===== config.mk =====
export PLATFORM = sky130hd
export DESIGN_NAME = lf_frontend_top
export DESIGN_NICKNAME = d
export VERILOG_FILES = /design/src/lf_mode_pkg.sv /design/src/lf_cmd_pkg.sv /design/src/lf_cmd_rx.sv /design/src/lf_cmd_fifo.sv /design/src/lf_mode_ctrl.sv /design/src/lf_frontend_top.sv
export VERILOG_INCLUDE_DIRS = /design/src
export SDC_FILE = /design/constraint.sdc
export NUM_CORES = 1
export LEC_CHECK = 0
export BUFFER_PORTS_ARGS = -buffer_cell sky130_fd_sc_hd__buf_2
export CAP_MARGIN = 20
export CORE_MARGIN = 2
export CORE_UTILIZATION = 25
export DETAILED_ROUTE_END_ITERATION = 12
export REMOVE_ABC_BUFFERS = 1
export SYNTH_ARGS = -nofsm -noshare
export SYNTH_HDL_FRONTEND = slang
export SYNTH_HIERARCHICAL = 1
export SYNTH_SLANG_ARGS = --single-unit
export TNS_END_PERCENT = 20

===== constraint.sdc =====
create_clock -name ncs -period 4.4 [get_ports ncs]
set_input_delay 0.88 -clock ncs [delete_from_list [all_inputs] [get_ports ncs]]
set_output_delay 0.88 -clock ncs [all_outputs]
set_load 0.02 [all_outputs]

===== src/lf_defs.svh =====
/*
 * LF front end sizing constants
 * Command length, command FIFO depth, input synchronizer length
 * and the clock divisor loaded at reset
 */

`ifndef LF_DEFS_SVH
`define LF_DEFS_SVH

// ------------------------------------------------------------
// Command link
// ------------------------------------------------------------

// Bits per serial command frame
`define LF_CMD_BITS 16
// Flops in each serial input synchronizer
`define LF_SYNC_STAGES 2

// ------------------------------------------------------------
// Buffering and clocking
// ------------------------------------------------------------

// Entries in the command FIFO, kept a power of two
`define LF_FIFO_DEPTH 4
// Divisor after reset, divided clock period is 2 * (95 + 1) = 192
`define LF_DIV_RESET 95

`endif


===== src/lf_mode_pkg.sv =====
/*
 * LF mode definitions
 * Major mode encoding and the layout of the configuration byte
 */

`default_nettype none

package lf_mode_pkg;

	// Major modes, every encoding not listed here means idle
	typedef enum logic [2:0]
	{
		MODE_READER   = 3'd0,
		MODE_PASSTHRU = 3'd2
	} lf_mode_e;

	// Configuration byte as carried in the low byte of a SET_CONF command
	typedef struct packed
	{
		lf_mode_e   major_mode;
		// Reserved bits, ignored by the controller
		logic [3:0] reserved;
		// Antenna field enable in reader mode
		logic       lf_field;
	} lf_conf_t;

endpackage

`default_nettype wire


===== src/lf_cmd_pkg.sv =====
/*
 * LF command definitions
 * Opcode encoding and the 16-bit command word, whose low byte
 * is either a configuration byte or a clock divisor
 */

`default_nettype none

package lf_cmd_pkg;

	// Command opcodes in the top nibble, other values are rejected
	typedef enum logic [3:0]
	{
		OP_SET_CONF = 4'd1,
		OP_SET_DIV  = 4'd2
	} lf_opcode_e;

	// One command word, decoded by opcode
	typedef union packed
	{
		// Configuration register write
		struct packed
		{
			lf_opcode_e           opcode;
			logic [3:0]           unused;
			lf_mode_pkg::lf_conf_t conf;
		} conf_view;
		// Clock divisor write
		struct packed
		{
			lf_opcode_e opcode;
			logic [3:0] unused;
			logic [7:0] divisor;
		} div_view;
	} lf_cmd_u;

endpackage

`default_nettype wire


===== src/lf_cmd_rx.sv =====
/*
 * Serial command receiver
 * Synchronizes the host link to ncs, shifts in MSB-first frames and
 * offers each complete 16-bit word downstream by a four-phase req/ack
 */

`timescale 1ns/1ns
`default_nettype none

`include "lf_defs.svh"

module lf_cmd_rx
(
	input  wire logic             ncs,
	input  wire logic             rst_n,
	input  wire logic             spck,
	input  wire logic             mosi,
	input  wire logic             spi_cs_n,
	output      logic             rx_req,
	input  wire logic             rx_ack,
	output lf_cmd_pkg::lf_cmd_u   rx_word
);

	localparam int S = `LF_SYNC_STAGES;
	// The counter saturates one past a full frame so long frames stay invalid
	localparam int CNT_W = $clog2(`LF_CMD_BITS + 2);
	localparam logic [CNT_W-1:0] CNT_FULL = CNT_W'(`LF_CMD_BITS);
	localparam logic [CNT_W-1:0] CNT_MAX = CNT_W'(`LF_CMD_BITS + 1);

	// ------------------------------------------------------------
	// Input synchronizers
	// ------------------------------------------------------------

	// Each stage holds {spck, mosi, spi_cs_n}, the last stage only feeds edge detection
	logic [S:0][2:0] sync_q;
	logic spck_rise;
	logic mosi_s;
	logic cs_low;
	logic cs_rise;
	logic [`LF_CMD_BITS-1:0] shift_q;
	logic [CNT_W-1:0] bit_cnt;

	always_ff @(posedge ncs)
	begin
		if (!rst_n)
			// Idle link is clock low, data low, deselected
			sync_q <= {(S + 1){3'b001}};
		else
			sync_q <= {sync_q[S-1:0], {spck, mosi, spi_cs_n}};
	end

	assign spck_rise = sync_q[S-1][2] & ~sync_q[S][2];
	assign mosi_s = sync_q[S-1][1];
	assign cs_low = ~sync_q[S-1][0];
	assign cs_rise = sync_q[S-1][0] & ~sync_q[S][0];

	// ------------------------------------------------------------
	// Frame assembly and handshake
	// ------------------------------------------------------------

	// Bits are counted while selected and the count restarts at every frame end
	always_ff @(posedge ncs)
	begin
		if (!rst_n)
		begin
			bit_cnt <= '0;
			rx_req <= 1'b0;
		end
		else
		begin
			if (cs_rise)
				bit_cnt <= '0;
			else if (cs_low && spck_rise && bit_cnt != CNT_MAX)
				bit_cnt <= bit_cnt + 1'b1;
			// A new request needs a full frame and a closed previous handshake
			if (cs_rise && bit_cnt == CNT_FULL && !rx_req && !rx_ack)
				rx_req <= 1'b1;
			else if (rx_req && rx_ack)
				rx_req <= 1'b0;
		end
	end

	// Shift register and the offered word carry payload only
	always_ff @(posedge ncs)
	begin
		if (cs_low && spck_rise)
			shift_q <= {shift_q[`LF_CMD_BITS-2:0], mosi_s};
		if (cs_rise && bit_cnt == CNT_FULL && !rx_req && !rx_ack)
			rx_word <= shift_q;
	end

	// The offered word must not move until the FIFO has taken it
	assert property (@(posedge ncs) disable iff (!rst_n)
		rx_req |=> (!rx_req || $stable(rx_word)))
		else $error("rx_word changed during an open request");

endmodule

`default_nettype wire


===== src/lf_cmd_fifo.sv =====
/*
 * Command FIFO
 * Circular buffer of command words between the serial receiver and
 * the mode controller, with a four-phase req/ack handshake on each side
 */

`timescale 1ns/1ns
`default_nettype none

`include "lf_defs.svh"

module lf_cmd_fifo
(
	input  wire logic                ncs,
	input  wire logic                rst_n,
	input  wire logic                rx_req,
	output      logic                rx_ack,
	input  wire lf_cmd_pkg::lf_cmd_u rx_word,
	output      logic                cmd_req,
	input  wire logic                cmd_ack,
	output      lf_cmd_pkg::lf_cmd_u cmd_word
);

	localparam int PTR_W = $clog2(`LF_FIFO_DEPTH);
	localparam int CNT_W = $clog2(`LF_FIFO_DEPTH + 1);
	localparam logic [CNT_W-1:0] CNT_FULL = CNT_W'(`LF_FIFO_DEPTH);

	lf_cmd_pkg::lf_cmd_u mem [0:`LF_FIFO_DEPTH-1];
	logic [PTR_W-1:0] wr_ptr;
	logic [PTR_W-1:0] rd_ptr;
	logic [CNT_W-1:0] count;
	logic push;
	logic pop;

	// A word is taken on the first cycle of a request while there is room
	assign push = rx_req && !rx_ack && count != CNT_FULL;
	// The head leaves on the first cycle of the controller's acknowledge
	assign pop = cmd_req && cmd_ack;

	// Head of the queue stays steady for the whole read handshake
	assign cmd_word = mem[rd_ptr];

	always_ff @(posedge ncs)
	begin
		if (push)
			mem[wr_ptr] <= rx_word;
	end

	always_ff @(posedge ncs)
	begin
		if (!rst_n)
		begin
			wr_ptr <= '0;
			rd_ptr <= '0;
			count <= '0;
			rx_ack <= 1'b0;
			cmd_req <= 1'b0;
		end
		else
		begin
			if (push)
				wr_ptr <= wr_ptr + 1'b1;
			if (pop)
				rd_ptr <= rd_ptr + 1'b1;
			count <= count + CNT_W'(push) - CNT_W'(pop);
			// Write side ack follows the receiver's request and stays low when full
			if (push)
				rx_ack <= 1'b1;
			else if (!rx_req)
				rx_ack <= 1'b0;
			// Read side offers the head once the last ack has returned low
			if (pop)
				cmd_req <= 1'b0;
			else if (count != '0 && !cmd_ack)
				cmd_req <= 1'b1;
		end
	end

	// A count above the depth would mean a word was written into a full FIFO
	assert property (@(posedge ncs) disable iff (!rst_n)
		count <= CNT_FULL)
		else $error("command written into a full FIFO");

	// A request toward the controller always has a stored word behind it
	assert property (@(posedge ncs) disable iff (!rst_n)
		cmd_req |-> count != '0)
		else $error("command read from an empty FIFO");

endmodule

`default_nettype wire


===== src/lf_mode_ctrl.sv =====
/*
 * LF mode controller
 * Applies configuration and divisor commands, runs the clock divider
 * and drives antenna, A/D clock and sample outputs for the active mode
 */

`timescale 1ns/1ns
`default_nettype none

`include "lf_defs.svh"

module lf_mode_ctrl
(
	input  wire logic                ncs,
	input  wire logic                rst_n,
	input  wire logic                cmd_req,
	output      logic                cmd_ack,
	input  wire lf_cmd_pkg::lf_cmd_u cmd_word,
	input  wire logic [7:0]          adc_d,
	input  wire logic                ssp_dout,
	input  wire logic                cross_lo,
	output      logic                pwr_lo,
	output      logic                pwr_oe1,
	output      logic                adc_clk,
	output      logic [7:0]          sample,
	output      logic                sample_stb,
	output      logic                dbg
);

	lf_mode_pkg::lf_conf_t conf;
	logic [7:0] divisor;
	logic [7:0] div_cnt;
	logic div_clk;
	logic div_wrap;
	logic take_cmd;
	logic load_div;
	logic reader;
	logic div_fall;

	// ------------------------------------------------------------
	// Command decode
	// ------------------------------------------------------------

	// A command is applied on the same edge that raises the acknowledge
	assign take_cmd = cmd_req && !cmd_ack;
	assign load_div = take_cmd && cmd_word.div_view.opcode == lf_cmd_pkg::OP_SET_DIV;

	always_ff @(posedge ncs)
	begin
		if (!rst_n)
		begin
			cmd_ack <= 1'b0;
			conf <= '{major_mode: lf_mode_pkg::MODE_READER, reserved: 4'd0, lf_field: 1'b0};
			divisor <= 8'(`LF_DIV_RESET);
		end
		else
		begin
			cmd_ack <= cmd_req;
			// Unknown opcodes are acknowledged and dropped here
			if (take_cmd && cmd_word.conf_view.opcode == lf_cmd_pkg::OP_SET_CONF)
				conf <= cmd_word.conf_view.conf;
			if (load_div)
				divisor <= cmd_word.div_view.divisor;
		end
	end

	// ------------------------------------------------------------
	// Clock divider
	// ------------------------------------------------------------

	assign div_wrap = div_cnt == divisor;
	// The divided clock is about to go low on this edge
	assign div_fall = div_wrap && div_clk && !load_div;

	always_ff @(posedge ncs)
	begin
		if (!rst_n)
		begin
			div_cnt <= '0;
			div_clk <= 1'b0;
		end
		else if (load_div)
			div_cnt <= '0;
		else if (div_wrap)
		begin
			div_cnt <= '0;
			div_clk <= ~div_clk;
		end
		else
			div_cnt <= div_cnt + 1'b1;
	end

	// ------------------------------------------------------------
	// Mode outputs
	// ------------------------------------------------------------

	assign reader = conf.major_mode == lf_mode_pkg::MODE_READER;

	always_ff @(posedge ncs)
	begin
		if (!rst_n)
		begin
			pwr_lo <= 1'b0;
			pwr_oe1 <= 1'b0;
			adc_clk <= 1'b0;
			sample_stb <= 1'b0;
			dbg <= 1'b0;
		end
		else
		begin
			case (conf.major_mode)
				lf_mode_pkg::MODE_READER:
				begin
					// Field is only driven when the host has switched it on
					pwr_lo <= div_clk & conf.lf_field;
					pwr_oe1 <= 1'b0;
					adc_clk <= div_clk;
					dbg <= 1'b0;
				end
				lf_mode_pkg::MODE_PASSTHRU:
				begin
					pwr_lo <= div_clk;
					pwr_oe1 <= ssp_dout;
					adc_clk <= 1'b0;
					dbg <= cross_lo;
				end
				default:
				begin
					pwr_lo <= 1'b0;
					pwr_oe1 <= 1'b0;
					adc_clk <= 1'b0;
					dbg <= 1'b0;
				end
			endcase
			sample_stb <= reader && div_fall;
		end
	end

	// Sample register loads at the end of each high half-period
	always_ff @(posedge ncs)
	begin
		if (reader && div_fall)
			sample <= adc_d;
	end

	// The acknowledge only rises while the FIFO still holds its request
	assert property (@(posedge ncs) disable iff (!rst_n)
		$rose(cmd_ack) |-> cmd_req)
		else $error("cmd_ack rose without cmd_req");

endmodule

`default_nettype wire


===== src/lf_frontend_top.sv =====
/*
 * LF reader front end
 * Serial command receiver, command FIFO and mode controller
 */

`timescale 1ns/1ns
`default_nettype none

module lf_frontend_top
(
	input  wire logic       ncs,
	input  wire logic       rst_n,
	input  wire logic       spck,
	input  wire logic       mosi,
	input  wire logic       spi_cs_n,
	input  wire logic [7:0] adc_d,
	input  wire logic       ssp_dout,
	input  wire logic       cross_lo,
	output      logic       pwr_lo,
	output      logic       pwr_oe1,
	output      logic       adc_clk,
	output      logic [7:0] sample,
	output      logic       sample_stb,
	output      logic       dbg
);

	// Receiver to FIFO hop
	logic rx_req;
	logic rx_ack;
	lf_cmd_pkg::lf_cmd_u rx_word;
	// FIFO to controller hop
	logic cmd_req;
	logic cmd_ack;
	lf_cmd_pkg::lf_cmd_u cmd_word;

	lf_cmd_rx u_cmd_rx
	(
		.ncs(ncs), .rst_n(rst_n),
		.spck(spck), .mosi(mosi), .spi_cs_n(spi_cs_n),
		.rx_req(rx_req), .rx_ack(rx_ack), .rx_word(rx_word)
	);

	lf_cmd_fifo u_cmd_fifo
	(
		.ncs(ncs), .rst_n(rst_n),
		.rx_req(rx_req), .rx_ack(rx_ack), .rx_word(rx_word),
		.cmd_req(cmd_req), .cmd_ack(cmd_ack), .cmd_word(cmd_word)
	);

	lf_mode_ctrl u_mode_ctrl
	(
		.ncs(ncs), .rst_n(rst_n),
		.cmd_req(cmd_req), .cmd_ack(cmd_ack), .cmd_word(cmd_word),
		.adc_d(adc_d), .ssp_dout(ssp_dout), .cross_lo(cross_lo),
		.pwr_lo(pwr_lo), .pwr_oe1(pwr_oe1), .adc_clk(adc_clk),
		.sample(sample), .sample_stb(sample_stb), .dbg(dbg)
	);

endmodule

`default_nettype wire


==> results of run 1 <==
stage by stage:
step | setup WS (ns) | util (%) | hold slack [ns] | power, uW | instance area, um2
3_5_place_dp | 1.510 | 27.51 | 0.3913 | 1411 | 5532
6_report | 1.572 | 30.63 | 0.4075 | 2865 | 6157
2_1_floorplan | 1.553 | - | 0.3855 | 1394 | 5030
3_3_place_gp | 1.660 | 27.51 | 0.3906 | 1410 | 5532
5_1_grt | 1.305 | 30.63 | 0.4109 | 2973 | 6157
4_1_cts | 1.492 | 30.63 | 0.4077 | 2909 | 6157
state kept, by name, summed over array words and instances (netlist names), 5 cells and up, named ones only:
name                 count
u_cmd_fifo/mem          48
u_cmd_rx/bit_cnt         5
u_cmd_rx/rx_word        12
u_cmd_rx/shift_q        16
u_cmd_rx/sync_q          7
u_mode_ctrl/div_cnt      8
u_mode_ctrl/divisor      8
u_mode_ctrl/sample       8
metal layers:
metal / vias up / part of all wire [%] / GRT usage (%)
met2: 50 / 50 / 13.17
li1: 1226 / - / -
met3: 5 / 5.0 / 3.106
met5: - / 0 / 0
met4: 0 / 0.93 / 3.750
met1: 1244 / 44 / 9.302
area by class of cell:
type | count | share of cell area (%)
Clock buffer | 18 | 6.970
Clock inverter | 14 | 3.190
Inverter | 10 | 0.6096
Multi-Input combinational cell | 159 | 23.31
Sequential cell | 136 | 57.87
Tap cell | 270 | 5.487
Timing Repair Buffer | 30 | 2.560
worst reg2reg max path, stage by stage (launching register included):
cell and delay, ns:
dfxtp_1 0.66, mux4_2 0.41, nand3_1 0.44, nand3_2 0.20, nor4_2 0.75
power by group:
| group | switching, uW | internal (uW) | total (uW) |
|---|---|---|---|
| combinational | 17.2 | 13.1 | 30.4 |
| clock | 530 | 952 | 1480 |
| sequential | 5.60 | 1350 | 1350 |
| total | 553 | 2310 | 2870 |
how the worst max path moves through the flow:
stage | startpoint | endpoint | slack [ns] | depth (start not counted)
detailed placement | flop | u_mode_ctrl/sample[5] | 1.51 | 4
global placement | flop | u_mode_ctrl/sample[0] | 1.66 | 4
CTS | flop | u_mode_ctrl/sample[5] | 1.49 | 4
finish | flop | u_mode_ctrl/sample[7] | 1.57 | 4
floorplan | flop | u_mode_ctrl/sample[0] | 1.55 | 4
global route | flop | u_mode_ctrl/sample[7] | 1.31 | 4
==> results.toml, run 1 <==
[status]
status = "completed"

[cells_and_area]
final_common_cell = "edfxtp_1"
multi_input_area_mm2 = 0.001435
regArea_mm2 = 0.003563
area_growth_pct = 20.61
diodes = 0
num-fill-cells = 1951
instances_no_fill = 637
drive_gt1_share_pct = 24.52
nNetsFinal = 380
final_cell_mix = "84 x edfxtp_1, 52 x dfxtp_1, 27 x buf_2"

[placement]
portBuffers = 27
dp_cells = 605
dp_hpwl_um = 5400
place_congestion = 0.6991

[clock_tree]
numClockSinks = 136
cts_buffers = 17
post_cts_buffers = 0
clk_latency_ns = 0.40
cts_buffer_depth = 2
cts_hold_buf = 0
cts-root-buf = "clkbuf_16"
clk_pin_slew_ns = 0.06
cts_resized = 0
cts_tree = "yes"
cts.htree.levels = 4

[critical_path]
arrival_ns = 2.86
slowest_stage = "nor4_2"
r2r-end = "u_mode_ctrl/sample[7]"
critPathRequiredTime_ns = 4.43
criticalPathCategory = "flop to flop"
cp_max_fo = 12
worstSetupEndpointType = "flop"
crit_family = "simple AND/OR/NAND/NOR gates"
max_stage_delay_ns = 0.75
rrSetupSlack_ns = 1.57
start_kind = "flop"
worstRegToRegCells = 4
crit_chain = "mux4_2, nand3_1, nand3_2, nor4_2"
critical_path_buf_inv_count = 0

[pwr]
max-vdd-ir-drop_v = 0.0002563
p_leak_uw = 0.002189
power-per-cell-area_mw_per_mm2 = 465.4

[min_path]
holdPathStages = 0
hp-class = "flop to flop"
hold_path_end = "u_cmd_rx/shift_q[0]"
hp-start = "u_cmd_rx/mosi_s"

[drt]
via_per_inst = 3.964
drt_wl_total_um = 7976
drt_iter0_drc = 146
drc = 0
ant_nets = 0
via_count = 2525
firstDrtPassIters = 5
wl_per_cell_um = 12.52

[synth]
synth_area_per_cell_um2 = 16.10
syn_area_mm2 = 0.005105
yosys_warnings = 6
syn_inst = 317

[global_route]
grt_pass1_vias = 2659
antenna_found_initial = 0
grt_max_degree = 25
grt_usage_pct = 8.027
overflow = 0
grt_pass1_wl_um = 13340

[die]
row_count = 52
dieArea_mm2 = 0.02158
start_util_pct = 25.39
die_w_um = 146.9
ios = 28
die_h_um = 146.9
fp.coreArea_mm2 = 0.02010

[timing]
setup-tns-final_ns = 0
fmax_mhz = 353.7
fin_crit_ns = 2.828
timing.final.crit_share_pct = 64.26
slew_violations = 0
fin_skew_ns = 0.01026
rsz0062_at_grt = "false"
worstMarginPinSlew_ns = 0.8794
finalSetupViolations = 0
hold_viol_final = 0
slew_headroom_pct = 41.31

[job]
drv_cap = 0
No activity file was read; power rests on OpenSTA's default activity.
==> run 2, diff against run 1 <==
clock period = 2.8 ns   (was 4.4 ns; I/O delays follow)
==> run 2 against run 1 <==
Sequential share of layout area rose by 0.21 points. Via count is 0.79% higher. Global-route usage up 0.29 points. Sequential power grew 58%. Clock skew shrank 0.0013 ns. Register-to-register slack worse by 1.2 ns. Sequential cell count did not move. First-iteration DRC count is 27% lower. Worst setup slack got worse by 1.2 ns. Critical path type unchanged. Largest cell class unchanged. Highest routed layer unchanged.
==> results.toml, run 2 (same netlist as run 1, synthesis figures left out) <==
[status]
status = "completed"

[critical_path]
cpMostUsedCell = "inv_1"
cp_max_fo = 7
max_stage_delay_ns = 0.40
arrival_ns = 2.76
slowest_stage = "or3b_1"
worstSetupEndpointType = "flop"
crit_chain = "or3b_1, and3b_1, inv_1, ha_1, inv_1, ha_1, inv_1, fa_1, xnor2_1, xnor2_1, and2_1"
criticalPathCategory = "flop to flop"
crit_family = "simple AND/OR/NAND/NOR gates"
start_kind = "flop"
critPathRequiredTime_ns = 3.11
critical_path_buf_inv_count = 3

[die]
fp.coreArea_mm2 = 0.02010
start_util_pct = 25.39
dieArea_mm2 = 0.02158
row_count = 52
die_w_um = 146.9
ios = 28
die_h_um = 146.9

[timing]
worstMarginPinSlew_ns = 0.8794
rsz0062_at_grt = "false"
slew_headroom_pct = 40.88
slew_violations = 0
fin_crit_ns = 2.455
fmax_mhz = 407.4
setup-tns-final_ns = 0
hold_slack_ns = 0.3211
finalSetupViolations = 0
hold_viol_final = 0
fin_skew_ns = 0.008955
setup_ws_ns = 0.3452
timing.final.crit_share_pct = 87.67

[pwr]
power-per-cell-area_mw_per_mm2 = 693.1
p_total_uw = 4252
p_leak_uw = 0.002212
max-vdd-ir-drop_v = 0.0004905

[clock_tree]
cts_tree = "yes"
numClockSinks = 136
cts_buffers = 17
clk_pin_slew_ns = 0.06
cts_hold_buf = 0
post_cts_buffers = 0
cts_buffer_depth = 2
cts.htree.levels = 4
clk_latency_ns = 0.41
cts-root-buf = "clkbuf_16"
cts_resized = 0

[drt]
wl_per_cell_um = 12.72
drt_wl_total_um = 8164
drt_iter0_drc = 106
via_per_inst = 3.964
ant_nets = 0
drc = 0
via_count = 2545
firstDrtPassIters = 4

[global_route]
overflow = 0
grt_pass1_vias = 2663
grt_max_degree = 26
grt_pass1_wl_um = 13740
antenna_found_initial = 0
grt_usage_pct = 8.314

[placement]
place_congestion = 0.6902
dp_hpwl_um = 5573
pre_cts_ws_ns = 0.3371
portBuffers = 27

[cells_and_area]
final_cell_mix = "84 x edfxtp_1, 52 x dfxtp_1, 27 x buf_2"
final_common_cell = "edfxtp_1"
largest-register = "u_cmd_fifo/mem"
nNetsFinal = 385
regArea_mm2 = 0.003563
diodes = 0
drive_gt1_share_pct = 25.54
num-fill-cells = 1970
area_growth_pct = 20.17
multi_input_area_mm2 = 0.001435
largest_reg_flops = 48
reg_top3 = "u_cmd_fifo/mem: 48 flops, u_cmd_rx/shift_q: 16 flops, u_cmd_rx/rx_word: 12 flops"

[min_path]
hp-class = "input port to flop"

[job]
drv_cap = 0
## run 2: changes by cell type in the layout (fill, tap and decap cells not counted), sizes merged
cell      previous run  this run
buf                 30        35
clkinvlp             5         0
bufinv               4         0
inv                 13        14
clkbuf              18        23
clkinv               2         5
## run 2: final cells by class
cell class / instances / area share [%]
flip-flops and latches: 136 / 58.09
multi-input cells: 159 / 23.39
clock buffers: 23 / 8.199
well taps: 270 / 5.507
repair buffers: 35 / 3.182
clock inverters: 9 / 1.020
inverters: 10 / 0.6119
## run 2: worst paths after layout
| kind | startpoint | cells after the start | end | slack [ns] |
|---|---|---|---|---|
| min | adc_d[6] | 1 | u_mode_ctrl/sample[6] | 0.32 |
| max | u_cmd_fifo/count[1] | 11 | u_cmd_fifo/count[2] | 0.35 |
| max reg2reg | u_cmd_fifo/count[1] | 11 | u_cmd_fifo/count[2] | 0.35 |
| min reg2reg | u_cmd_rx/mosi_s | 0 | u_cmd_rx/shift_q[0] | 0.40 |
## run 2: worst reg2reg max path: cells and delay by family, from the launching register on
kind | cells | cell delay, ns
AND/OR/NAND/NOR | 3 | 0.82
adder cells (fa/ha/maj) | 3 | 0.71
XOR/XNOR | 2 | 0.28
buffers and inverters | 3 | 0.19
flip-flops | 1 | 0.35
## run 2: stage by stage
stage	instances	utilization (%)	area, um2
2_1_floorplan	305	-	5030
5_1_grt	642	30.51	6135
3_5_place_dp	610	27.70	5569
3_3_place_gp	610	27.70	5569
6_report	642	30.51	6135
4_1_cts	642	30.51	6135
## run 2: power by group
part           internal, uW  switching (uW)  leakage, uW
sequential             2120            9.64      0.00118
combinational          21.7            29.2     0.000749
clock                  1270             805     0.000287
## run 2: layer usage
layer  track usage [%]  wire (um)
met3             3.416        343
met5                 0          0
met1             9.900       3756
met4             3.894        134
met2             13.17       3930
